## src/mem_island_cfg_pkg.sv

```systemverilog
//##########################################################
// Memory island geometry
// Data widths, bank counts, address field positions and the
// wide outstanding limit
//##########################################################
`default_nettype none

package mem_island_cfg_pkg;

   // Byte address width
   localparam int unsigned AddrWidth = 16;

   // Port data widths
   localparam int unsigned NarrowWidth = 32;
   localparam int unsigned WideWidth   = 64;

   // Narrow sub-banks that make up one wide bank
   localparam int unsigned SubBanksPerWide = WideWidth / NarrowWidth;
   localparam int unsigned NumWideBanks    = 2;

   // Little-endian address fields
   localparam int unsigned NarrowWordBit = $clog2(NarrowWidth / 8);
   localparam int unsigned WideWordBit   = $clog2(WideWidth / 8);
   // Wide bank select sits right above the wide word offset
   localparam int unsigned WideBankBit   = WideWordBit;
   localparam int unsigned RowBit        = WideBankBit + $clog2(NumWideBanks);
   localparam int unsigned MaxRowWidth   = AddrWidth - RowBit;

   // Wide responses in flight
   localparam int unsigned WideMaxOutstanding = 2;

endpackage

`default_nettype wire

```

## src/mem_island_bus_pkg.sv

```systemverilog
//##########################################################
// Memory island bus types
// Port payloads, sub-bank requests and bank index types
//##########################################################
`default_nettype none

package mem_island_bus_pkg;

   typedef logic [mem_island_cfg_pkg::AddrWidth-1:0] addr_t;

   typedef logic [mem_island_cfg_pkg::NarrowWidth-1:0]   narrow_data_t;
   typedef logic [mem_island_cfg_pkg::NarrowWidth/8-1:0] narrow_strb_t;
   typedef logic [mem_island_cfg_pkg::WideWidth-1:0]     wide_data_t;
   typedef logic [mem_island_cfg_pkg::WideWidth/8-1:0]   wide_strb_t;

   // Only the low bits up to the bank depth are decoded
   typedef logic [mem_island_cfg_pkg::MaxRowWidth-1:0] row_t;

   typedef logic [$clog2(mem_island_cfg_pkg::NumWideBanks)-1:0]    wide_bank_idx_t;
   typedef logic [$clog2(mem_island_cfg_pkg::SubBanksPerWide)-1:0] sub_bank_idx_t;

   // Narrow port request
   typedef struct packed {
      addr_t        addr;
      logic         we;
      narrow_data_t wdata;
      narrow_strb_t strb;
   } narrow_req_t;

   // Wide port request
   typedef struct packed {
      addr_t      addr;
      logic       we;
      wide_data_t wdata;
      wide_strb_t strb;
   } wide_req_t;

   // Access to one 32-bit sub-bank, shared by narrow and wide sides
   typedef struct packed {
      row_t         row;
      logic         we;
      narrow_data_t wdata;
      narrow_strb_t strb;
   } bank_req_t;

endpackage

`default_nettype wire

```

## src/wide_splitter.sv

```systemverilog
//##########################################################
// Wide splitter
// Splits one wide access over the two sub-banks of a wide
// bank and joins the two halves of the response
//##########################################################
`timescale 1ns/1ps
`default_nettype none

module wide_splitter (
   input  wire logic                          clk_i,
   input  wire logic                          rst_ni,
   input  wire logic                          req_i,
   output      logic                          gnt_o,
   input  wire mem_island_bus_pkg::wide_req_t req_data_i,
   output      logic                          rvalid_o,
   input  wire logic                          rready_i,
   output      mem_island_bus_pkg::wide_data_t rdata_o,
   output      logic [mem_island_cfg_pkg::SubBanksPerWide-1:0] part_req_o,
   output      mem_island_bus_pkg::bank_req_t [mem_island_cfg_pkg::SubBanksPerWide-1:0] part_o,
   input  wire logic [mem_island_cfg_pkg::SubBanksPerWide-1:0] part_gnt_i,
   input  wire logic [mem_island_cfg_pkg::SubBanksPerWide-1:0] part_rvalid_i,
   input  wire mem_island_bus_pkg::narrow_data_t [mem_island_cfg_pkg::SubBanksPerWide-1:0]
                     part_rdata_i
);
   import mem_island_cfg_pkg::*;
   import mem_island_bus_pkg::*;

   localparam int unsigned StrbWidth = NarrowWidth / 8;

   logic                                      busy_q;
   logic [SubBanksPerWide-1:0]                pend_q;
   logic [SubBanksPerWide-1:0]                done_q;
   wide_req_t                                 req_q;
   narrow_data_t [SubBanksPerWide-1:0]        rdata_q;
   logic                                      accept;

   // One wide access at a time
   assign gnt_o    = ~busy_q;
   assign accept   = req_i & gnt_o;
   assign rvalid_o = busy_q & (&done_q);
   assign rdata_o  = rdata_q;

   assign part_req_o = pend_q;

   // Low half goes to sub-bank 0, high half to sub-bank 1
   always_comb begin
      for (int j = 0; j < SubBanksPerWide; j++) begin
         part_o[j].row   = row_t'(req_q.addr[AddrWidth-1:RowBit]);
         part_o[j].we    = req_q.we;
         part_o[j].wdata = req_q.wdata[j*NarrowWidth +: NarrowWidth];
         part_o[j].strb  = req_q.strb[j*StrbWidth +: StrbWidth];
      end
   end

   always_ff @(posedge clk_i or negedge rst_ni) begin
      if (!rst_ni) begin
         busy_q <= 1'b0;
         pend_q <= '0;
         done_q <= '0;
      end else if (accept) begin
         busy_q <= 1'b1;
         pend_q <= '1;
         done_q <= '0;
      end else begin
         // Each half keeps asking until its sub-bank grants
         pend_q <= pend_q & ~part_gnt_i;
         done_q <= done_q | part_rvalid_i;
         if (rvalid_o && rready_i) begin
            busy_q <= 1'b0;
            done_q <= '0;
         end
      end
   end

   always_ff @(posedge clk_i) begin
      if (accept) begin
         req_q <= req_data_i;
      end
      for (int j = 0; j < SubBanksPerWide; j++) begin
         if (part_rvalid_i[j]) begin
            rdata_q[j] <= part_rdata_i[j];
         end
      end
   end

endmodule

`default_nettype wire

```

## config.mk

```make
export PLATFORM = sky130hd
export DESIGN_NAME = wide_splitter
export DESIGN_NICKNAME = d
export VERILOG_FILES = /design/src/mem_island_cfg_pkg.sv /design/src/mem_island_bus_pkg.sv /design/src/wide_splitter.sv
export SDC_FILE = /design/constraint.sdc
export NUM_CORES = 1
export LEC_CHECK = 0
export ABC_CLOCK_PERIOD_IN_PS = 3600
export BUFFER_PORTS_ARGS = -buffer_cell sky130_fd_sc_hd__buf_4
export CAP_MARGIN = 20
export CORE_UTILIZATION = 31
export CTS_CLUSTER_DIAMETER = 50
export DETAILED_ROUTE_END_ITERATION = 16
export GPL_TIMING_DRIVEN = 0
export HOLD_SLACK_MARGIN = 0.06
export SLEW_MARGIN = 30
export SYNTH_ARGS = -nofsm -noshare
export SYNTH_HDL_FRONTEND = slang
export SYNTH_SLANG_ARGS = --single-unit
```

## constraint.sdc

```tcl
create_clock -name clk_i -period 3.6 [get_ports clk_i]
set_input_delay 0.72 -clock clk_i [delete_from_list [all_inputs] [get_ports clk_i]]
set_output_delay 0.72 -clock clk_i [all_outputs]
set_load 0.01 [all_outputs]
```

==> results of run 1 <==
[synthesized netlist by cell type]
library cell	n
o21ai_1	2
nor3_2	2
nand2b_2	1
inv_1	3
buf_4	13
and3_1	1
and4_1	1
edfxtp_1	149
inv_2	1
nor2_1	4
dfrtp_1	5
[per-layer routing]
layer  wire, um  global-route usage  vias up  part of all wire
met5          0                   0        -                 0
met4        180              0.0723        0             0.016
met1       3770               0.134     1415              0.33
met2       6110               0.259      201              0.53
met3       1460              0.0765       10              0.13
li1           -                   -     1389                 -
[final timing paths]
path                                from            end  depth (start not counted)
max                               busy_q       rvalid_o                          2
min                               rst_ni  part_req_o[0]                          1
max reg2reg                       busy_q     part_o[18]                          3
min reg2reg                part_req_o[0]  part_req_o[0]                          2
max in group asynchronous         rst_ni      done_q[1]                          1
min in group clk_i         part_gnt_i[0]  part_req_o[0]                          2
[cell type report]
type                    count  area [um2]
plain buffers              13        97.6
clock buffers              18         429
clock inverters            14         106
fillers                  1262        7140
inverters                   4        20.0
multi-input cells          11        68.8
flip-flops and latches    154        4600
well taps                 188         235
repair buffers            323        2440
[cells by family after synthesis]
family | Yosys count | share of synthesized area
and+or+nand+nor | 9 | 0.0123
buffers and inverters | 17 | 0.0236
DFF | 154 | 0.962
AOI/OAI and AO/OA | 2 | 0.00209
[sequential cells by signal (all words and copies together), names as in the netlist]
name        count
done_q          2
part_o         85
busy_q          1
rdata_o        64
part_req_o      2
[power by group]
part	internal (mW)	leakage, nW	switching [mW]
combinational	0.435	1.67	0.363
sequential	2.24	1.47	0.0782
clock	0.937	0.250	0.680
[critical path, stage by stage, from the launching register on]
cell and delay (ns):
dfrtp_1 0.41, and3_1 0.19, buf_4 0.14
[per-stage QoR]
| stage | utilization | cell area, um2 |
|---|---|---|
| floorplan | - | 4780 |
| global placement | 0.491 | 7430 |
| CTS | 0.528 | 8000 |
| global route | 0.528 | 8000 |
| detailed placement | 0.493 | 7470 |
| finish | 0.528 | 8000 |
==> reports/results.txt, run 1 <==
status = finished clean
DR WL/cell = 15.9 um
die footprint = 15,900 um2
std cell rows = 45
cell taking the most area after synthesis = edfxtp_1
synth top area cells = edfxtp_1 (94%), dfrtp_1 (2.6%), buf_4 (2.0%)
post-synthesis instance area = 4780 um2
Inserted Diodes = 0
share of layout cells above drive strength 1 = 0.682
Fin Hold WS = 0.0999 ns
critical path type = flip-flop to primary output
first-pass GRT wire length = 16,600 um
setup bufs post-CTS = 0
synth unique cells = 11
Sink Count = 154
Placement Setup Slack = 1.76 ns
Setup Skew = 0.00531 ns
worst vdd ir = 0.000320 V
Vias/cell = 4.16
CP Capture Type = primary output
Clock Path Buffers = 2
Worst setup SP type = flip-flop
largest net degree at the start of global routing = 70
CTS tree = yes
Layout Cells excl Fill = 725
gr usage total = 0.145
fin nets = 685
Peak Freq = 0.534 GHz
FF+latch count, synth = 154
Max transition margin = 0.727
MaxCap Viol Count = 0
Worst-Margin Slew = 0.410 ns
placed cell count = 693
TritonCTS buffer count = 17
most frequent cells in the layout = buf_4 (335), edfxtp_1 (149), clkbuf_16 (17)
setup_tns = 0 ns
Root Buffer = clkbuf_16
most common cell after layout, fill and taps aside = buf_4
leak pwr = 3.38 nW
DRC = 0
Routed Antenna Nets = 0
unrepaired setup endpoints after global routing = no
DRT iter0 DRCs = 106
critical path required time = 2.88 ns
I/O Buffers = 322
area grow syn2layout = 67.4%
Hold Violations, Final = 0
H-tree Lvls = 4
hold crit path type = input pin to async pin
vias after detailed routing = 3,015
Die Wd = 126 um
GPL Wtd Cong = 0.672
CP arrival = 1.15 ns
initial antenna violation count = 0
Starting Density = 0.316
io pins = 327
Die H = 126 um
PwrDens = 592 nW/um2
synth warn = 0
Post-CTS Resized = 0
worst reg-to-reg setup slack = 2.02 ns
Tmin final = 1.87 ns
hold buffer count at CTS = 0
worst-skew pair later-pin latency = 0.41 ns
Synth Instances = 182
PnR Total Power = 4.74 mW
vias in the first global route = 3,186
syn_nets = 343
WL final = 11,500 um
fin. max-slew vios = 0
Final Setup Violations = 0
register area share after synthesis = 0.962
Clock transition at path regs = 0.06 ns
DP HPWL = 8700 um
number of iterations in the first detailed-routing pass = 4
share of the synthesized area in the top cell type = 0.936
Core ar. = 15,100 um2
Overflow after GRT = 0
final worst-path cycle share = 0.521
PnR worst setup slack = 1.73 ns
CP Max Fanout = 5
Syn Area/Cell = 26.3 um2
Power figures use the tool's default switching activity.
==> run 2, diff against run 1 <==
--- a/config.mk
+++ b/config.mk
@@ -5,7 +5,7 @@
 export SDC_FILE = /design/constraint.sdc
 export NUM_CORES = 1
 export LEC_CHECK = 0
-export ABC_CLOCK_PERIOD_IN_PS = 3600
+export ABC_CLOCK_PERIOD_IN_PS = 1800
 export BUFFER_PORTS_ARGS = -buffer_cell sky130_fd_sc_hd__buf_4
 export CAP_MARGIN = 20
 export CORE_UTILIZATION = 31
==> constraint.sdc (replaced) <==
create_clock -name clk_i -period 1.8 [get_ports clk_i]
set_input_delay 0.36 -clock clk_i [delete_from_list [all_inputs] [get_ports clk_i]]
set_output_delay 0.36 -clock clk_i [all_outputs]
set_load 0.01 [all_outputs]
==> reports/results.txt, run 2 (synthesized netlist as in run 1, its figures left out) <==
status = finished clean
worst reg-to-reg setup slack = 0.11 ns
PwrDens = 1200 nW/um2
Clock transition at path regs = 0.06 ns
Worst Setup SP = busy_q
std cell rows = 45
Final Setup Violations = 0
CP Capture Type = flip-flop
Clock Path Buffers = 2
critical path type = flip-flop to flip-flop
Root Buffer = clkbuf_16
hold crit path type = input pin to flip-flop
initial antenna violation count = 0
Sink Count = 154
Setup Skew = 0.00740 ns
Layout Cells excl Fill = 725
PnR Total Power = 9.60 mW
placed cell count = 692
Vias/cell = 4.16
Fin Hold WS = 0.116 ns
vias in the first global route = 3,042
Max transition margin = 0.458
Core ar. = 15,100 um2
WL final = 11,600 um
most frequent cells in the layout = buf_4 (335), edfxtp_1 (149), clkbuf_16 (17)
final worst-path cycle share = 0.940
share of layout cells above drive strength 1 = 0.682
gr usage total = 0.143
Worst setup SP type = flip-flop
H-tree Lvls = 4
most common cell after layout, fill and taps aside = buf_4
die footprint = 15,900 um2
Cell Area, Placed = 7440 um2
GPL Wtd Cong = 0.748
Post-CTS Resized = 0
reg-to-reg endpoint = part_o[3]
CP arrival = 1.73 ns
DR WL/cell = 15.9 um
Starting Density = 0.316
leak pwr = 3.40 nW
CP Max Fanout = 87
largest net degree at the start of global routing = 88
setup_tns = 0 ns
reg-to-reg critical path startpoint = busy_q
io pins = 327
post-route cell area = 8010 um2
DRT iter0 DRCs = 112
DRC = 0
final core occ = 0.529
Die Wd = 126 um
Worst-Margin Slew = 0.814 ns
critical hold path startpoint = part_gnt_i[1]
TritonCTS buffer count = 17
Die H = 126 um
fin. max-slew vios = 0
fill count = 1,275
Overflow after GRT = 0
I/O Buffers = 322
area grow syn2layout = 67.5%
PnR worst setup slack = 0.107 ns
Inserted Diodes = 0
number of iterations in the first detailed-routing pass = 4
multi-input combinational cell area = 68.8 um2
first-pass GRT wire length = 16,200 um
Tmin final = 1.69 ns
Worst R2R Path Depth = 2
MaxCap Viol Count = 0
register area = 4600 um2
CP Capture Point = part_o[3]
Peak Freq = 0.591 GHz
vias after detailed routing = 3,017
Routed Antenna Nets = 0
critical path required time = 1.84 ns
worst-skew pair later-pin latency = 0.41 ns
fin nets = 685
max FFs per register = 85
CTS tree = yes
worst vdd ir = 0.000642 V
unrepaired setup endpoints after global routing = no
Placement Setup Slack = 0.122 ns
Hold Violations, Final = 0
[run 2: final cells by class]
type | instances | area share
flip-flops and latches | 154 | 0.574
repair buffers | 323 | 0.303
clock buffers | 19 | 0.0541
well taps | 188 | 0.0294
clock inverters | 13 | 0.0159
plain buffers | 13 | 0.0122
multi-input cells | 11 | 0.00859
inverters | 4 | 0.00250
[run 2: repair_timing]
item / in CTS / in global routing
endpoints found under the hold margin: 5 / 0
setup buffers: 0 / 0
setup endpoints to repair: 0 / 0
hold buffers: 1 / 0
[run 2: layer usage]
layer / part of all wire / GRT usage / routed length [um] / vias to the layer above
met5: 0 / 0 / 0 / -
met4: 0.015 / 0.0574 / 169 / 0
met3: 0.12 / 0.0811 / 1350 / 14
met2: 0.54 / 0.255 / 6200 / 205
met1: 0.33 / 0.135 / 3830 / 1411
li1: - / - / - / 1387
[run 2: power breakdown]
| group | switching [mW] | total, mW | internal (mW) |
|---|---|---|---|
| Clock | 1.36 | 3.39 | 2.03 |
| Combinational | 0.713 | 1.56 | 0.846 |
| Sequential | 0.163 | 4.66 | 4.49 |
| Total | 2.24 | 9.60 | 7.36 |
[run 2: worst min path at each step]
stage                     slack, ns  cells after the start            end
after detailed placement       0.17                      1  part_req_o[0]
after CTS                      0.09                      1    rdata_o[25]
after global placement         0.16                      1  part_req_o[0]
after global routing           0.09                      1     part_o[44]
final                          0.12                      2  part_req_o[1]
after floorplan                0.06                      0         busy_q
[run 2: worst max-delay path: stages (launching register included)]
cell and delay, ns:
dfrtp_1 0.42, nand2b_2 0.25, inv_6 0.53
