File: config.mk
export PLATFORM = sky130hd
export DESIGN_NAME = bank_arbiter
export DESIGN_NICKNAME = d
export VERILOG_FILES = /design/src/mem_island_cfg_pkg.sv /design/src/mem_island_bus_pkg.sv /design/src/sram_bank.sv /design/src/bank_arbiter.sv
export SDC_FILE = /design/constraint.sdc
export NUM_CORES = 2
export LEC_CHECK = 0
export ABC_AREA = 1
export BUFFER_PORTS_ARGS = -buffer_cell sky130_fd_sc_hd__buf_2
export CORE_AREA = 2 2 602 604
export DETAILED_ROUTE_END_ITERATION = 8
export DIE_AREA = 0 0 604 606
export GPL_ROUTABILITY_DRIVEN = 1
export PLACE_DENSITY_LB_ADDON = 0.3
export SETUP_SLACK_MARGIN = 0.2
export SLEW_MARGIN = 25
export SYNTH_ARGS = -nofsm -noshare
export SYNTH_HDL_FRONTEND = slang
export SYNTH_SLANG_ARGS = --single-unit
File: constraint.sdc
create_clock -name clk_i -period 4.8 [get_ports clk_i]
set_clock_uncertainty 0.1 [all_clocks]
set_input_delay 0.96 -clock clk_i [delete_from_list [all_inputs] [get_ports clk_i]]
set_output_delay 0.96 -clock clk_i [all_outputs]
set_load 0.05 [all_outputs]
File: src/mem_island_cfg_pkg.sv
//##########################################################
// Memory island geometry
// Data widths, bank counts, address field positions and the
// wide outstanding limit
//##########################################################
`default_nettype none

package mem_island_cfg_pkg;

   // Byte address width
   localparam int unsigned AddrWidth = 16;

   // Port data widths
   localparam int unsigned NarrowWidth = 32;
   localparam int unsigned WideWidth   = 64;

   // Narrow sub-banks that make up one wide bank
   localparam int unsigned SubBanksPerWide = WideWidth / NarrowWidth;
   localparam int unsigned NumWideBanks    = 2;

   // Little-endian address fields
   localparam int unsigned NarrowWordBit = $clog2(NarrowWidth / 8);
   localparam int unsigned WideWordBit   = $clog2(WideWidth / 8);
   // Wide bank select sits right above the wide word offset
   localparam int unsigned WideBankBit   = WideWordBit;
   localparam int unsigned RowBit        = WideBankBit + $clog2(NumWideBanks);
   localparam int unsigned MaxRowWidth   = AddrWidth - RowBit;

   // Wide responses in flight
   localparam int unsigned WideMaxOutstanding = 2;

endpackage

`default_nettype wire

File: src/mem_island_bus_pkg.sv
//##########################################################
// Memory island bus types
// Port payloads, sub-bank requests and bank index types
//##########################################################
`default_nettype none

package mem_island_bus_pkg;

   typedef logic [mem_island_cfg_pkg::AddrWidth-1:0] addr_t;

   typedef logic [mem_island_cfg_pkg::NarrowWidth-1:0]   narrow_data_t;
   typedef logic [mem_island_cfg_pkg::NarrowWidth/8-1:0] narrow_strb_t;
   typedef logic [mem_island_cfg_pkg::WideWidth-1:0]     wide_data_t;
   typedef logic [mem_island_cfg_pkg::WideWidth/8-1:0]   wide_strb_t;

   // Only the low bits up to the bank depth are decoded
   typedef logic [mem_island_cfg_pkg::MaxRowWidth-1:0] row_t;

   typedef logic [$clog2(mem_island_cfg_pkg::NumWideBanks)-1:0]    wide_bank_idx_t;
   typedef logic [$clog2(mem_island_cfg_pkg::SubBanksPerWide)-1:0] sub_bank_idx_t;

   // Narrow port request
   typedef struct packed {
      addr_t        addr;
      logic         we;
      narrow_data_t wdata;
      narrow_strb_t strb;
   } narrow_req_t;

   // Wide port request
   typedef struct packed {
      addr_t      addr;
      logic       we;
      wide_data_t wdata;
      wide_strb_t strb;
   } wide_req_t;

   // Access to one 32-bit sub-bank, shared by narrow and wide sides
   typedef struct packed {
      row_t         row;
      logic         we;
      narrow_data_t wdata;
      narrow_strb_t strb;
   } bank_req_t;

endpackage

`default_nettype wire

File: src/sram_bank.sv
//##########################################################
// SRAM sub-bank
// Single port, byte strobed writes, one cycle read latency
//##########################################################
`timescale 1ns/1ps
`default_nettype none

module sram_bank #(
   parameter int unsigned WordsPerBank = 64
) (
   input  wire logic                          clk_i,
   input  wire logic                          req_i,
   input  wire mem_island_bus_pkg::bank_req_t bank_i,
   output      mem_island_bus_pkg::narrow_data_t rdata_o
);
   import mem_island_bus_pkg::*;

   localparam int unsigned RowWidth = $clog2(WordsPerBank);

   narrow_data_t         mem_q [WordsPerBank];
   narrow_data_t         rdata_q;
   logic [RowWidth-1:0]  row_idx;

   // Upper row bits beyond the bank depth are ignored
   assign row_idx = bank_i.row[RowWidth-1:0];

   always_ff @(posedge clk_i) begin
      if (req_i) begin
         if (bank_i.we) begin
            for (int b = 0; b < $bits(narrow_strb_t); b++) begin
               if (bank_i.strb[b]) begin
                  mem_q[row_idx][8*b +: 8] <= bank_i.wdata[8*b +: 8];
               end
            end
         end else begin
            rdata_q <= mem_q[row_idx];
         end
      end
   end

   assign rdata_o = rdata_q;

endmodule

`default_nettype wire

File: src/bank_arbiter.sv
//##########################################################
// Sub-bank arbiter
// Narrow side wins by default, wide side gets a turn after
// WidePriorityWait contended cycles
//##########################################################
`timescale 1ns/1ps
`default_nettype none

module bank_arbiter #(
   parameter int unsigned WordsPerBank     = 64,
   parameter int unsigned WidePriorityWait = 1
) (
   input  wire logic                          clk_i,
   input  wire logic                          rst_ni,
   input  wire logic                          narrow_req_i,
   input  wire mem_island_bus_pkg::bank_req_t narrow_bank_i,
   output      logic                          narrow_gnt_o,
   input  wire logic                          wide_req_i,
   input  wire mem_island_bus_pkg::bank_req_t wide_bank_i,
   output      logic                          wide_gnt_o,
   output      logic                          wide_rvalid_o,
   output      mem_island_bus_pkg::narrow_data_t rdata_o
);
   import mem_island_bus_pkg::*;

   localparam int unsigned CntWidth =
      (WidePriorityWait > 0) ? $clog2(WidePriorityWait + 1) : 1;

   logic [CntWidth-1:0] wait_cnt_q, wait_cnt_d;
   logic                wide_turn;
   logic                wide_rvalid_q;
   logic                sram_req;
   bank_req_t           sram_bank_req;

   // Wide side takes this cycle once the wait count has run out
   assign wide_turn = (WidePriorityWait != 0) && wide_req_i &&
                      (wait_cnt_q == CntWidth'(WidePriorityWait));

   assign narrow_gnt_o = narrow_req_i & ~wide_turn;
   assign wide_gnt_o   = wide_req_i & ~narrow_gnt_o;

   // Count consecutive contended cycles lost by the wide side
   always_comb begin
      wait_cnt_d = '0;
      if ((WidePriorityWait != 0) && narrow_req_i && wide_req_i && !wide_turn) begin
         wait_cnt_d = wait_cnt_q + 1'b1;
      end
   end

   always_ff @(posedge clk_i or negedge rst_ni) begin
      if (!rst_ni) begin
         wait_cnt_q    <= '0;
         wide_rvalid_q <= 1'b0;
      end else begin
         wait_cnt_q    <= wait_cnt_d;
         wide_rvalid_q <= wide_gnt_o;
      end
   end

   assign sram_req      = narrow_gnt_o | wide_gnt_o;
   assign sram_bank_req = wide_gnt_o ? wide_bank_i : narrow_bank_i;
   assign wide_rvalid_o = wide_rvalid_q;

   sram_bank #(
      .WordsPerBank(WordsPerBank)
   ) i_sram_bank (
      .clk_i  (clk_i),
      .req_i  (sram_req),
      .bank_i (sram_bank_req),
      .rdata_o(rdata_o)
   );

endmodule

`default_nettype wire

==> out/metrics.csv <==
stage;metric;value;unit
global_route;grt_most_used_layer;met2;
routing;number_of_design_rule_violations_left_after_detail_routing;0;
global_route;antenna_found_initial;18;
clocking;cts_repair_resize_count;0;
placement;placement.io_buffers;124;
sta;final_hold_viol_count;0;
clocking;postCtsSetupBuffers;0;
synth;post_synth_mux_area_share;0;%
pwr;clockPowerShare;39.2;%
routing;drt-pass1-iter-count;5;
sta;relSlewSlack;27.0;%
worst_hold_path;holdCritPathClass;input port to flop;
clocking;worst_setup_hold_path_clk_slew;70;ps
global_route;gr-usage-met1;20.7;%
global_route;met2_usage;25.6;%
pwr;p_switching;10.6;mW
clocking;worst_skew_pair.late_latency;870;ps
sta;tightestPinTransition;1090;ps
clocking;cts.path.max_buffers;3;
synth;seq_area_frac_synth;69.8;%
cells_and_area;filler_cell_count;37500;
pwr;largest_voltage_drop_on_the_vdd_net;0.000398;V
pwr;combinationalPowerShare;10.8;%
worst_setup_path;required_arrival_time_at_the_worst_endpoint;5260;ps
clocking;h-tree-depth;4;
clocking;cts.sinks;2082;
global_route;track_usage;15.5;%
pwr;cellPowerDensity;388;nW/µm²
worst_setup_path;setup.reg_to_reg.worst_slack;890;ps
cells_and_area;postLayoutCellArea;106000;µm²
global_route;overflow;0;
floorplan;initial_core_utilization;24.9;%
floorplan;dieHeight;606;µm
pwr;netSwitchingFraction;26.0;%
clocking;cts_inserted_buffers;217;
sta;fmaxAchievable;256;MHz
floorplan;core;360000;µm²
worst_setup_path;worstPathArrival;4380;ps
synth;synth_compound_gate_area_share;0.0670;%
worst_setup_path;worstSetupPathType;flop to flop;
sta;unrepaired_setup_endpoints_after_global_routing;no;
clocking;tritoncts_clock_tree;built;
routing;wl;287000;µm
synth;synthesized_area_divided_by_synthesized_cell_count;9.99;µm²
synth;synth.top_cells.by_area;sky130_fd_sc_hd__edfxtp_1 (70%), sky130_fd_sc_hd__nand2_1 (23%), sky130_fd_sc_hd__nand3_1 (3.1%), sky130_fd_sc_hd__buf_2 (1.5%), sky130_fd_sc_hd__nor2_1 (1.4%);
placement;gp_congestion;0.821;
synth;synth_common_cells;sky130_fd_sc_hd__nand2_1 (5,407), sky130_fd_sc_hd__edfxtp_1 (2,080), sky130_fd_sc_hd__nand3_1 (546), sky130_fd_sc_hd__nor2_1 (323), sky130_fd_sc_hd__buf_2 (271);
synth;synth_async_sr_flop_share;0.0961;%
run_status;status;finished clean;
cells_and_area;final_nets;9387;
routing;wire_per_inst;20.1;µm
synth;largest_family_of_logic_cells_by_synthesized_area;simple AND/OR/NAND/NOR gates;
global_route;grt_util_met3;2.32;%
synth;synthesis.instances;8966;
sta;setup_tns;0;ps
worst_setup_path;worstPathMaxFanout;11;
placement;place_area;98800;µm²
cells_and_area;flow.area_growth_from_synthesis;17.8;%
synth;synthDominantAreaCellType;sky130_fd_sc_hd__edfxtp_1;
sta;post-route-min-period;3910;ps
routing;route.vias.total;62200;
pwr;cellLeakagePower;42.9;nW
routing;via_per_inst;4.36;
synth;share_of_synthesized_cell_area_in_full_adder_half_adder_and_majority_cells;0;%
floorplan;die_w;604;µm
pwr;power.sequential.fraction;50.0;%
sta;report.final.slew_viol_count;0;
routing;detail-route-antenna-nets;0;
synth;synth_edf_count;2080;
global_route;grt_max_degree;89;
worst_setup_path;timing.critical_path.from_type;flop;
synth;synth_xor_xnor_area_share;0;%
clocking;cts.root.buffer_cell;sky130_fd_sc_hd__clkbuf_16;
synth;yosys_warnings;0;
synth;post_synthesis_net_count;9068;
synth;synth_most_common_cell;sky130_fd_sc_hd__nand2_1;
synth;seq_cells_post_synth;2082;
synth;cell_area_after_synthesis;89600;µm²
sta;layout_worst_path_cycle_share;81.5;%
global_route;grt_pass1_wl;416000;µm
global_route;via_count_of_the_first_global_routing_pass;59200;
floorplan;core.rowCount;221;
synth;synth_simple_gate_area_share;27.3;%
pwr;cell_internal_pwr;30.3;mW
pwr;p_total;40.9;mW
cells_and_area;fraction_of_final_layout_cells_with_drive_strength_greater_than_1;10.3;%
placement;dpl.hpwl;175000;µm
routing;drtIter0Drc;5414;
sta;setup_violations;0;
synth;yosysUniqueCellTypes;23;
synth;synth_top_cell_area_share;69.7;%
synth;synthFlopType;sky130_fd_sc_hd__edfxtp_1;
worst_setup_path;end_kind;flop;
run;cap_viol_max_count;0;
floorplan;fp.dieArea;366000;µm²
floorplan;floorplan.io_pins;137;
[worst paths after layout]
check                        startpoint                   endpoint  cells after the start
max                          wait_cnt_q  i_sram_bank.mem_q[40][27]                      7
min                        narrow_req_i                 wait_cnt_q                      3
max reg2reg                  wait_cnt_q  i_sram_bank.mem_q[40][27]                      7
min reg2reg                  wait_cnt_q                 wait_cnt_q                      1
max in group asynchronous        rst_ni              wide_rvalid_o                      2
min in group asynchronous        rst_ni                 wait_cnt_q                      2
[critical path, stage by stage (launching register included)]
cell	delay, ps
sky130_fd_sc_hd__dfrtp_1	420
sky130_fd_sc_hd__o21ai_4	170
sky130_fd_sc_hd__o21ai_2	690
sky130_fd_sc_hd__inv_2	240
sky130_fd_sc_hd__nor3_4	560
sky130_fd_sc_hd__nand2_1	780
sky130_fd_sc_hd__nor2_1	360
sky130_fd_sc_hd__buf_4	240
[sequential cells by signal, indices dropped and copies added, names as in the netlist]
signal / flops
wide_rvalid_o: 1
wait_cnt_q: 1
i_sram_bank.rdata_o: 32
i_sram_bank.mem_q: 2048
[through the flow]
stage | setup slack [ps] | util, % | hold slack, ps | cells
2_1_floorplan | 1190 | - | 375 | 8966
3_3_place_gp | 126 | 27.4 | 438 | 13900
3_5_place_dp | 246 | 27.4 | 445 | 13900
4_1_cts | 1010 | 29.3 | 233 | 14200
5_1_grt | 860 | 29.3 | 252 | 14300
6_report | 888 | 29.3 | 303 | 14300
[area by class of cell]
class / count / area, µm² / share of cell area [%]
Multi-Input combinational cell: 6315 / 24800 / 23.5
Clock buffer: 272 / 5640 / 5.34
Tap cell: 4794 / 6000 / 5.68
Antenna cell: 21 / 52.6 / 0.0498
Sequential cell: 2082 / 62500 / 59.2
Timing Repair Buffer: 618 / 5270 / 4.99
Clock inverter: 113 / 1020 / 0.964
Inverter: 51 / 191 / 0.181
[metal layers]
metal,part of all wire [%],vias to the layer above
li1,-,30000
met1,44,30200
met2,47,1665
met3,5.6,374
met4,3.2,2
met5,0.044,-
[cell families (layout without fill, tap and decap cells)]
family | after synthesis | in the layout
other | 0 | 21
DFF | 2082 | 2082
buffers and inverters | 569 | 1054
and+or+nand+nor | 6306 | 6306
AOI/OAI and AO/OA | 9 | 9
[cell usage in the layout (no fill, tap or decap), types with 2 or more instances in the layout]
master | Yosys | routed
sky130_fd_sc_hd__buf_4 | 13 | 418
sky130_fd_sc_hd__nand3_1 | 546 | 546
sky130_fd_sc_hd__o21ai_1 | 5 | 5
sky130_fd_sc_hd__dfrtp_1 | 2 | 2
sky130_fd_sc_hd__bufinv_16 | 0 | 11
sky130_fd_sc_hd__nand2_1 | 5407 | 5364
sky130_fd_sc_hd__o21ai_2 | 3 | 2
sky130_fd_sc_hd__buf_12 | 0 | 75
sky130_fd_sc_hd__nand2_8 | 0 | 3
sky130_fd_sc_hd__inv_1 | 42 | 42
sky130_fd_sc_hd__nand2_2 | 4 | 31
sky130_fd_sc_hd__edfxtp_1 | 2080 | 2080
sky130_fd_sc_hd__clkbuf_1 | 186 | 55
sky130_fd_sc_hd__clkinv_2 | 0 | 28
sky130_fd_sc_hd__nand3_4 | 0 | 2
sky130_fd_sc_hd__clkinv_1 | 0 | 56
sky130_fd_sc_hd__clkinvlp_4 | 0 | 2
sky130_fd_sc_hd__inv_16 | 0 | 2
sky130_fd_sc_hd__inv_2 | 9 | 9
sky130_fd_sc_hd__diode_2 | 0 | 21
sky130_fd_sc_hd__nand2_4 | 1 | 14
sky130_fd_sc_hd__clkinv_8 | 0 | 7
sky130_fd_sc_hd__or2_2 | 2 | 2
sky130_fd_sc_hd__nor3_4 | 0 | 7
sky130_fd_sc_hd__clkinv_16 | 0 | 5
sky130_fd_sc_hd__buf_2 | 271 | 124
sky130_fd_sc_hd__nor2_4 | 2 | 3
sky130_fd_sc_hd__nor2_2 | 10 | 10
sky130_fd_sc_hd__nor2_1 | 323 | 322
sky130_fd_sc_hd__clkbuf_16 | 0 | 217
[power groups by stage]
stage                     sequential, mW  clock [mW]  combinational (mW)
final                               20.5        16.0                4.41
after global routing                20.5        17.1                4.87
after CTS                           20.5        16.4                4.46
after detailed placement            20.9           0                4.45
after global placement              20.9           0                4.45
after floorplan                     20.9           0                2.43
[repair_timing]
| item | in CTS | in global routing |
|---|---|---|
| hold buffers | 1 | 0 |
| endpoints found under the setup margin | 0 | 0 |
| endpoints found under the hold margin | 2 | 0 |
No activity file was read; power rests on OpenSTA's default activity.
