===== config.mk =====
export PLATFORM = sky130hd
export DESIGN_NAME = wide_router
export DESIGN_NICKNAME = d
export VERILOG_FILES = /design/src/mem_island_cfg_pkg.sv /design/src/mem_island_bus_pkg.sv /design/src/wide_router.sv
export SDC_FILE = /design/constraint.sdc
export NUM_CORES = 1
export LEC_CHECK = 0
export BUFFER_PORTS_ARGS = -buffer_cell sky130_fd_sc_hd__buf_2
export CORE_AREA = 2 2 148 150
export DETAILED_ROUTE_END_ITERATION = 8
export DIE_AREA = 0 0 150 152
export PLACE_DENSITY = 0.4
export SKIP_CTS_REPAIR_TIMING = 1
export SYNTH_ARGS = -nofsm -noshare
export SYNTH_HDL_FRONTEND = slang
export SYNTH_SLANG_ARGS = --single-unit

===== constraint.sdc =====
create_clock -name clk_i -period 1.85 [get_ports clk_i]
set_input_delay 0.0925 -clock clk_i [delete_from_list [all_inputs] [get_ports clk_i]]
set_output_delay 0.0925 -clock clk_i [all_outputs]
set_load 0.005 [all_outputs]

===== src/mem_island_cfg_pkg.sv =====
//##########################################################
// Memory island geometry
// Data widths, bank counts, address field positions and the
// wide outstanding limit
//##########################################################
`default_nettype none

package mem_island_cfg_pkg;

   // Byte address width
   localparam int unsigned AddrWidth = 16;

   // Port data widths
   localparam int unsigned NarrowWidth = 32;
   localparam int unsigned WideWidth   = 64;

   // Narrow sub-banks that make up one wide bank
   localparam int unsigned SubBanksPerWide = WideWidth / NarrowWidth;
   localparam int unsigned NumWideBanks    = 2;

   // Little-endian address fields
   localparam int unsigned NarrowWordBit = $clog2(NarrowWidth / 8);
   localparam int unsigned WideWordBit   = $clog2(WideWidth / 8);
   // Wide bank select sits right above the wide word offset
   localparam int unsigned WideBankBit   = WideWordBit;
   localparam int unsigned RowBit        = WideBankBit + $clog2(NumWideBanks);
   localparam int unsigned MaxRowWidth   = AddrWidth - RowBit;

   // Wide responses in flight
   localparam int unsigned WideMaxOutstanding = 2;

endpackage

`default_nettype wire


===== src/mem_island_bus_pkg.sv =====
//##########################################################
// Memory island bus types
// Port payloads, sub-bank requests and bank index types
//##########################################################
`default_nettype none

package mem_island_bus_pkg;

   typedef logic [mem_island_cfg_pkg::AddrWidth-1:0] addr_t;

   typedef logic [mem_island_cfg_pkg::NarrowWidth-1:0]   narrow_data_t;
   typedef logic [mem_island_cfg_pkg::NarrowWidth/8-1:0] narrow_strb_t;
   typedef logic [mem_island_cfg_pkg::WideWidth-1:0]     wide_data_t;
   typedef logic [mem_island_cfg_pkg::WideWidth/8-1:0]   wide_strb_t;

   // Only the low bits up to the bank depth are decoded
   typedef logic [mem_island_cfg_pkg::MaxRowWidth-1:0] row_t;

   typedef logic [$clog2(mem_island_cfg_pkg::NumWideBanks)-1:0]    wide_bank_idx_t;
   typedef logic [$clog2(mem_island_cfg_pkg::SubBanksPerWide)-1:0] sub_bank_idx_t;

   // Narrow port request
   typedef struct packed {
      addr_t        addr;
      logic         we;
      narrow_data_t wdata;
      narrow_strb_t strb;
   } narrow_req_t;

   // Wide port request
   typedef struct packed {
      addr_t      addr;
      logic       we;
      wide_data_t wdata;
      wide_strb_t strb;
   } wide_req_t;

   // Access to one 32-bit sub-bank, shared by narrow and wide sides
   typedef struct packed {
      row_t         row;
      logic         we;
      narrow_data_t wdata;
      narrow_strb_t strb;
   } bank_req_t;

endpackage

`default_nettype wire


===== src/wide_router.sv =====
//##########################################################
// Wide router
// Steers wide accesses to a wide bank and returns the
// responses in grant order
//##########################################################
`timescale 1ns/1ps
`default_nettype none

module wide_router (
   input  wire logic                          clk_i,
   input  wire logic                          rst_ni,
   input  wire logic                          req_i,
   output      logic                          gnt_o,
   input  wire mem_island_bus_pkg::wide_req_t req_data_i,
   output      logic                          rvalid_o,
   output      mem_island_bus_pkg::wide_data_t rdata_o,
   output      logic [mem_island_cfg_pkg::NumWideBanks-1:0] split_req_o,
   output      mem_island_bus_pkg::wide_req_t split_data_o,
   input  wire logic [mem_island_cfg_pkg::NumWideBanks-1:0] split_gnt_i,
   input  wire logic [mem_island_cfg_pkg::NumWideBanks-1:0] split_rvalid_i,
   output      logic [mem_island_cfg_pkg::NumWideBanks-1:0] split_rready_o,
   input  wire mem_island_bus_pkg::wide_data_t [mem_island_cfg_pkg::NumWideBanks-1:0]
                     split_rdata_i
);
   import mem_island_cfg_pkg::*;
   import mem_island_bus_pkg::*;

   localparam int unsigned PtrWidth = $clog2(WideMaxOutstanding);
   localparam int unsigned CntWidth = $clog2(WideMaxOutstanding + 1);

   wide_bank_idx_t [WideMaxOutstanding-1:0] order_q;
   logic [PtrWidth-1:0]                     wr_ptr_q, rd_ptr_q;
   logic [CntWidth-1:0]                     count_q;
   wide_bank_idx_t                          req_bank, head_bank;
   logic                                    full, empty, push, pop;

   assign req_bank  = req_data_i.addr[WideBankBit +: $bits(wide_bank_idx_t)];
   assign head_bank = order_q[rd_ptr_q];
   assign full      = (count_q == CntWidth'(WideMaxOutstanding));
   assign empty     = (count_q == '0);

   assign split_data_o = req_data_i;

   always_comb begin
      split_req_o            = '0;
      split_req_o[req_bank]  = req_i & ~full;
      // Only the oldest bank may hand back its response
      split_rready_o            = '0;
      split_rready_o[head_bank] = ~empty;
   end

   assign gnt_o    = req_i & ~full & split_gnt_i[req_bank];
   assign push     = gnt_o;
   assign rvalid_o = ~empty & split_rvalid_i[head_bank];
   assign pop      = rvalid_o;
   assign rdata_o  = split_rdata_i[head_bank];

   // Order FIFO control
   always_ff @(posedge clk_i or negedge rst_ni) begin
      if (!rst_ni) begin
         wr_ptr_q <= '0;
         rd_ptr_q <= '0;
         count_q  <= '0;
      end else begin
         if (push) begin
            wr_ptr_q <= wr_ptr_q + 1'b1;
         end
         if (pop) begin
            rd_ptr_q <= rd_ptr_q + 1'b1;
         end
         count_q <= count_q + CntWidth'(push) - CntWidth'(pop);
      end
   end

   always_ff @(posedge clk_i) begin
      if (push) begin
         order_q[wr_ptr_q] <= req_bank;
      end
   end

endmodule

`default_nettype wire


==> metrics, run 1 <==
number of synthesis warnings=0; Slew headroom=78.2%; kind of critical path=reg2out; final worst slack=-0.0451 ns; Final Cycle Share=102%; max_cap viols=0; CTS tree=built; GR Overflow Total=0; WP buf/inv=3; total number of vias=1776; largest fanout on the critical path=26; global-route wire length before repair=10300 um; CP Launch Point=rd_ptr_q; max-slew violations=0; largest net degree at the start of global routing=32; Clk Latency, worst-skew pair=0.23 ns; Remaining DRCs=0; crit-path max cell delay=0.40 ns; post-route ant nets=0; CP required=1.76 ns; Detailed Route WL=8340 um; sequence of cells on the critical path=mux2i_4 > buf_4 > buf_12 > mux2_2 > buf_2; die area=0.0228 mm^2; share of cells above drive strength 1=91.2%; Total Power=0.00268 W; Inst Count DP=586; slowest CP cell=dfrtp_1; Site Rows=54; Worst Hold Launch=req_data_i[76]; endpoints failing hold=0; H-Tree Depth=1; min Tclk post-route=1.90 ns; post-synth net total=417; Power Dens Cells=921 mW/mm^2; outcome=finished, violations left; Layout area overhead=64.0%; most common cell after layout, fill and taps aside=buf_2; initial DRC count=94; Mapped Area=0.00177 mm^2; crit start category=register; Peak Freq=0.528 GHz; PortBufs=206; clock sink count=6; Placer Congestion=0.760; setup TNS=-0.138 ns; most frequent cells in the layout=buf_2, mux2_2, mux2_4; Total GRT Usage=5.98%; Initial Util=8.31%; Mean Syn Cell Area=9.29 um^2; clk buf depth=2; Ports=383; WL per Instance=13.9 um; post-route insts no fill=601; pre-CTS setup slack=0.0571 ns; crit path capture type=output port; peak supply drop=0.467 mV; worst slew pin tran=0.323 ns; core region area=0.0214 mm^2; cells after synthesis=191; Reg-to-Reg Start=rd_ptr_q; class of the worst hold path=in2reg; RSZ-0062 raised after global routing=yes; register area share after synthesis=9.03%; post-synth cell types=20; failing checks=negative setup slack; Seq cells post-synth=6; Worst EP arrival=1.80 ns; TritonCTS buffer count=3; DP HPWL=7010 um; Worst Skew=0.00224 ns; vias in the first global route=1673; crit-path leading delay family=multiplexers; antenna violations before repair=3; vias per inst=2.96; Final setup viols=9; Die W=150 um; Leak Pwr=1.50 nW; Clock Tree Root=clkbuf_16; CTS clock-pin slew for the worst setup and hold paths=0.03 ns; drt pass-1 iters=4; Die H=152 um; final net count=546
metrics by stage:
stage / util (%) / area, um^2 / hold WS (ns)
finish: 13.6 / 2910 / 0.112
global route: 13.6 / 2910 / 0.125
CTS: 12.1 / 2580 / -0.326
detailed placement: 11.7 / 2500 / -0.0896
global placement: 11.7 / 2500 / -0.0892
floorplan: - / 1780 / -0.203
layer usage:
layer,track usage (%),up-vias,share of wire (%)
li1,-,810,-
met1,7.17,782,38
met2,9.65,165,46
met3,2.76,17,14
met4,1.48,2,1.4
met5,0,-,0.11
cell families after synthesis:
family | share of synthesized area, %
mux | 42.6
flops | 9.03
simple gates | 1.83
xor+xnor | 1.97
buf+inv | 41.9
fa+ha+maj | 1.41
compound gates | 1.27
power breakdown:
group,leakage (nW),switching (W),internal [W]
sequential,0.0649,0.0000493,0.000195
clock,0.0382,0.0000713,0.000286
combinational,1.40,0.000821,0.00126
Yosys cell counts, drive strengths merged:
library cell | count | area share, %
dfrtp | 4 | 5.6
mux2 | 65 | 41
and3 | 1 | 0.35
nor2 | 3 | 0.63
nand2 | 1 | 0.21
edfxtp | 2 | 3.4
a21boi | 1 | 0.42
nand3 | 1 | 0.28
mux2i | 2 | 1.3
buf | 96 | 41
ha | 2 | 1.4
o21ai | 2 | 0.56
a21oi | 1 | 0.28
xor2 | 1 | 0.49
nand2b | 1 | 0.35
inv | 5 | 1.1
xnor2 | 3 | 1.5
sequential cells by signal, indices dropped and copies added, names as in the netlist:
signal	flops
count_q	2
rd_ptr_q	1
order_q	2
wr_ptr_q	1
worst paths after layout:
kind / endpoint / slack [ns] / depth (start not counted)
worst max-delay path: rdata_o[44] / -0.05 / 5
worst min-delay path: order_q[0] / 0.11 / 1
worst max register to register: count_q[1] / -0.01 / 8
worst min register to register: order_q[0] / 0.54 / 1
max in group asynchronous: count_q[1] / 1.51 / 2
min in group asynchronous: rd_ptr_q / 0.21 / 2
cell type report:
| type | count | area, um^2 |
|---|---|---|
| Fill cell | 2441 | 18400 |
| Timing Repair Buffer | 220 | 1290 |
| Multi-Input combinational cell | 84 | 1000 |
| Tap cell | 280 | 350 |
| Sequential cell | 6 | 160 |
| Clock buffer | 4 | 78.8 |
| Inverter | 5 | 18.8 |
| Antenna cell | 2 | 5.00 |
(Power assumes the default switching activity.)
==> inputs of run 2 (changes only) <==
--- a/config.mk
+++ b/config.mk
@@ -9,7 +9,7 @@
 export CORE_AREA = 2 2 148 150
 export DETAILED_ROUTE_END_ITERATION = 8
 export DIE_AREA = 0 0 150 152
-export PLACE_DENSITY = 0.4
+export PLACE_DENSITY_LB_ADDON = 0.25
 export SKIP_CTS_REPAIR_TIMING = 1
 export SYNTH_ARGS = -nofsm -noshare
 export SYNTH_HDL_FRONTEND = slang
==> constraint.sdc (replaced) <==
create_clock -name clk_i -period 1.6 [get_ports clk_i]
set_input_delay 0.08 -clock clk_i [delete_from_list [all_inputs] [get_ports clk_i]]
set_output_delay 0.08 -clock clk_i [all_outputs]
set_load 0.005 [all_outputs]
==> metrics, run 2 (synthesis results as in run 1) <==
outcome=finished, violations left; failing checks=negative setup slack; PortBufs=206; vias per inst=2.82; largest fanout on the critical path=17; final net count=548; CTS tree=built; peak supply drop=0.782 mV; GR Overflow Total=0; Initial Util=8.31%; sequence of cells on the critical path=mux2i_4 > buf_6 > buf_12 > mux2_2 > buf_2; Placer Congestion=0.664; drt pass-1 iters=4; Largest regs=count_q (2), order_q (2); Worst Skew=0.00249 ns; Fillers=2451; WP buf/inv=3; total number of vias=1694; Ports=383; largest net degree at the start of global routing=34; max_cap viols=0; initial DRC count=38; clock sink count=6; met2 usage=7.44%; crit start category=register; DP HPWL=5610 um; pre-CTS setup slack=-0.203 ns; Leak Pwr=1.50 nW; Ant. Diodes=0; Worst EP arrival=1.78 ns; slowest CP cell=dfrtp_1; multi-input logic area=983 um^2; core region area=0.0214 mm^2; CP required=1.52 ns; Remaining DRCs=0; crit-path leading delay family=multiplexers; Total GRT Usage=4.90%; Slew headroom=86.7%; Layout area overhead=66.4%; Power Dens Cells=1060 mW/mm^2; global-route wire length before repair=9060 um; Die H=152 um; Final Util=13.8%; WL per Instance=11.6 um; crit path capture type=output port; setup TNS=-14.66 ns; register area=160 um^2; Detailed Route WL=6990 um; post-route ant nets=0; share of cells above drive strength 1=91.9%; min Tclk post-route=1.86 ns; Die W=150 um; hold_ws=0.103 ns; endpoints failing hold=0; worst slew pin tran=0.196 ns; GRT busiest layer=met2; RSZ-0062 raised after global routing=yes; antenna violations before repair=0; most frequent cells in the layout=buf_2, mux2_2, buf_6; Cell Area, Placed=0.00252 mm^2; most common cell after layout, fill and taps aside=buf_2; Site Rows=54; final worst slack=-0.256 ns; met3 Use GR=2.34%; met1 Resource Use GR=6.51%; max-slew violations=0; TritonCTS buffer count=3; clk buf depth=2; die area=0.0228 mm^2; post-route cell area=0.00295 mm^2; Final Cycle Share=116%; H-Tree Depth=1; Final setup viols=67; Clock Tree Root=clkbuf_16; kind of critical path=reg2out; Peak Freq=0.539 GHz; Clk Latency, worst-skew pair=0.23 ns; vias in the first global route=1629; crit-path max cell delay=0.40 ns; class of the worst hold path=in2reg; CTS clock-pin slew for the worst setup and hold paths=0.03 ns
-- run 2: cell types whose count changed in the layout (fill, tap and decap cells not counted), moves of 2 or more --
cell and change:
buf_2 -7, mux2_2 +8, buf_6 +10, diode_2 -2, mux2_4 -8
-- run 2: per-stage QoR --
stage                     cells  total power (W)
after floorplan             191          0.00153
after global routing        600          0.00338
after global placement      589          0.00218
after detailed placement    589          0.00216
after CTS                   592          0.00258
final                       600          0.00314
-- run 2: report_power, final --
group / leakage [nW] / switching [W] / internal [W]
combinational: 1.40 / 0.000929 / 0.00153
clock: 0.0370 / 0.0000812 / 0.000320
sequential: 0.0649 / 0.0000505 / 0.000226
-- run 2: metal layers --
metal / up-vias / wire length, um
li1: 808 / -
met1: 759 / 3110
met2: 117 / 3150
met3: 10 / 699
met4: 0 / 29
met5: - / 0
-- run 2: path summary, 6_finish.rpt --
| kind | startpoint | endpoint | slack (ns) | cells past startpoint |
|---|---|---|---|---|
| min in group asynchronous | rst_ni | count_q[1] | 0.18 | 2 |
| worst max register to register | rd_ptr_q | count_q[1] | -0.22 | 8 |
| worst min-delay path | req_data_i[76] | order_q[0] | 0.10 | 1 |
| max in group asynchronous | rst_ni | count_q[0] | 1.29 | 2 |
| worst min register to register | rd_ptr_q | rd_ptr_q | 0.54 | 1 |
| worst max-delay path | rd_ptr_q | rdata_o[12] | -0.26 | 5 |
-- run 2: final cells by class --
type                       count  share of cell area, %
timing repair buffer         222                   46.2
clock buffer                   3                   2.54
multi-input combinational     84                   33.3
tap                          280                   11.9
sequential                     6                   5.43
inverter                       5                  0.636
==> inputs of run 3 (changes only) <==
--- a/config.mk
+++ b/config.mk
@@ -9,6 +9,7 @@
 export CORE_AREA = 2 2 148 150
 export DETAILED_ROUTE_END_ITERATION = 8
 export DIE_AREA = 0 0 150 152
+export GPL_TIMING_DRIVEN = 0
 export PLACE_DENSITY_LB_ADDON = 0.25
 export SKIP_CTS_REPAIR_TIMING = 1
 export SYNTH_ARGS = -nofsm -noshare
==> metrics, run 3 (synthesis results as in run 1) <==
initial DRC count=43; register area=160 um^2; CTS clock-pin slew for the worst setup and hold paths=0.03 ns; CP required=1.71 ns; max_cap viols=0; largest fanout on the critical path=3; P_int=0.00300 W; outcome=finished, violations left; post-route cell area=0.00467 mm^2; share of cells above drive strength 1=94.8%; post-route ant nets=0; GR Overflow Total=0; clock power share=9.5%; Initial Util=8.31%; Cell Area, Placed=0.00360 mm^2; Worst R2R Path Depth=8; H-Tree Depth=1; Total GRT Usage=6.12%; Peak Freq=0.529 GHz; Site Rows=54; max-slew violations=0; vias in the first global route=2088; flop-to-flop setup slack=-0.29 ns; min Tclk post-route=1.89 ns; core region area=0.0214 mm^2; PortBufs=294; Remaining DRCs=0; total number of vias=2398; CTS tree=built; pre-CTS setup slack=-0.903 ns; Switching Fraction=31.4%; clock sink count=6; Hold Crit Depth=1; Worst Hold Launch=req_data_i[76]; global-route wire length before repair=11300 um; most frequent cells in the layout=buf_2, buf_4, buf_6; Worst Skew=0.00126 ns; Ports=383; Switch Pwr=0.00137 W; largest net degree at the start of global routing=11; class of the worst hold path=in2reg; reg2reg end=count_q[1]; Ant. Diodes=0; peak supply drop=0.600 mV; post-route insts no fill=783; Slew headroom=79.9%; WL per Instance=11.6 um; hold_ws=0.116 ns; Largest regs=count_q (2), order_q (2); crit path capture type=register; TritonCTS buffer count=3; Worst EP arrival=2.00 ns; Leak Pwr=2.63 nW; CP dominant cell by count=mux2i_4; kind of critical path=reg2reg; die area=0.0228 mm^2; drt pass-1 iters=4; RSZ-0062 raised after global routing=yes; Fillers=2377; Layout area overhead=163%; combinational share of power=83.9%; WHS Endpoint=order_q[0]; Die H=152 um; sequence of cells on the critical path=mux2i_4 > buf_12 > mux2i_4 > ha_1 > inv_2 > ha_4 > xnor2_2 > xnor2_1; Detailed Route WL=9060 um; endpoints failing hold=0; Clk Latency, worst-skew pair=0.23 ns; failing checks=negative setup slack; vias per inst=3.06; clk buf depth=2; Power Dens Cells=934 mW/mm^2; Inst Count DP=765; crit start category=register; antenna violations before repair=0; Reg-to-Reg Start=rd_ptr_q; setup TNS=-15.71 ns; Final Cycle Share=118%; final worst slack=-0.289 ns; CP Launch Point=rd_ptr_q; Placer Congestion=0.737; crit-path max cell delay=0.40 ns; worst slew pin tran=0.298 ns; multi-input logic area=0.00116 mm^2; final net count=730; most common cell after layout, fill and taps aside=buf_2; DP HPWL=7390 um; slowest CP cell=dfrtp_1; Die W=150 um; Clock Tree Root=clkbuf_16; Final setup viols=67; sequential share of power=6.6%
## run 3: layout make-up
class,instances,area share [%]
buffer,96,17.0
clock buffer,4,1.69
inverter,5,0.402
multi-input combinational,84,24.7
sequential,6,3.43
tap,280,7.50
timing repair buffer,308,45.3
## run 3: worst max path at each step
stage | end | slack, ns | cells after the start
after floorplan | count_q[1] | -0.29 | 8
after global placement | count_q[1] | -0.91 | 8
after detailed placement | count_q[1] | -0.90 | 8
after CTS | count_q[1] | -0.90 | 8
after global routing | count_q[1] | -0.41 | 8
final | count_q[1] | -0.29 | 8
## run 3: routing by layer
metal  GRT usage (%)  part of all wire [%]
met5               0                     0
met3           0.721                   5.7
met2            11.4                    53
met4           0.270                  0.30
met1            7.84                    41
## run 3: metrics by stage
step,power (W),util [%]
2_1_floorplan,0.00153,-
4_1_cts,0.00286,17.3
3_5_place_dp,0.00243,16.9
6_report,0.00436,21.9
3_3_place_gp,0.00244,16.9
5_1_grt,0.00464,21.9
## run 3: power groups by stage
stage                     sequential, W  combinational, W  clock, W
after detailed placement       0.000287           0.00214         0
after floorplan                0.000263           0.00126         0
after global routing           0.000305           0.00390  0.000430
after global placement         0.000285           0.00215         0
after CTS                      0.000285           0.00215  0.000422
final                          0.000288           0.00366  0.000413
## run 3: critical path, delay by kind of cell (launching register included)
family	cells	cell delay [ns]
xor gates and xnor gates	2	0.19
buffers and inverters	2	0.22
adders and majority gates	2	0.40
DFF	1	0.40
muxes	2	0.56
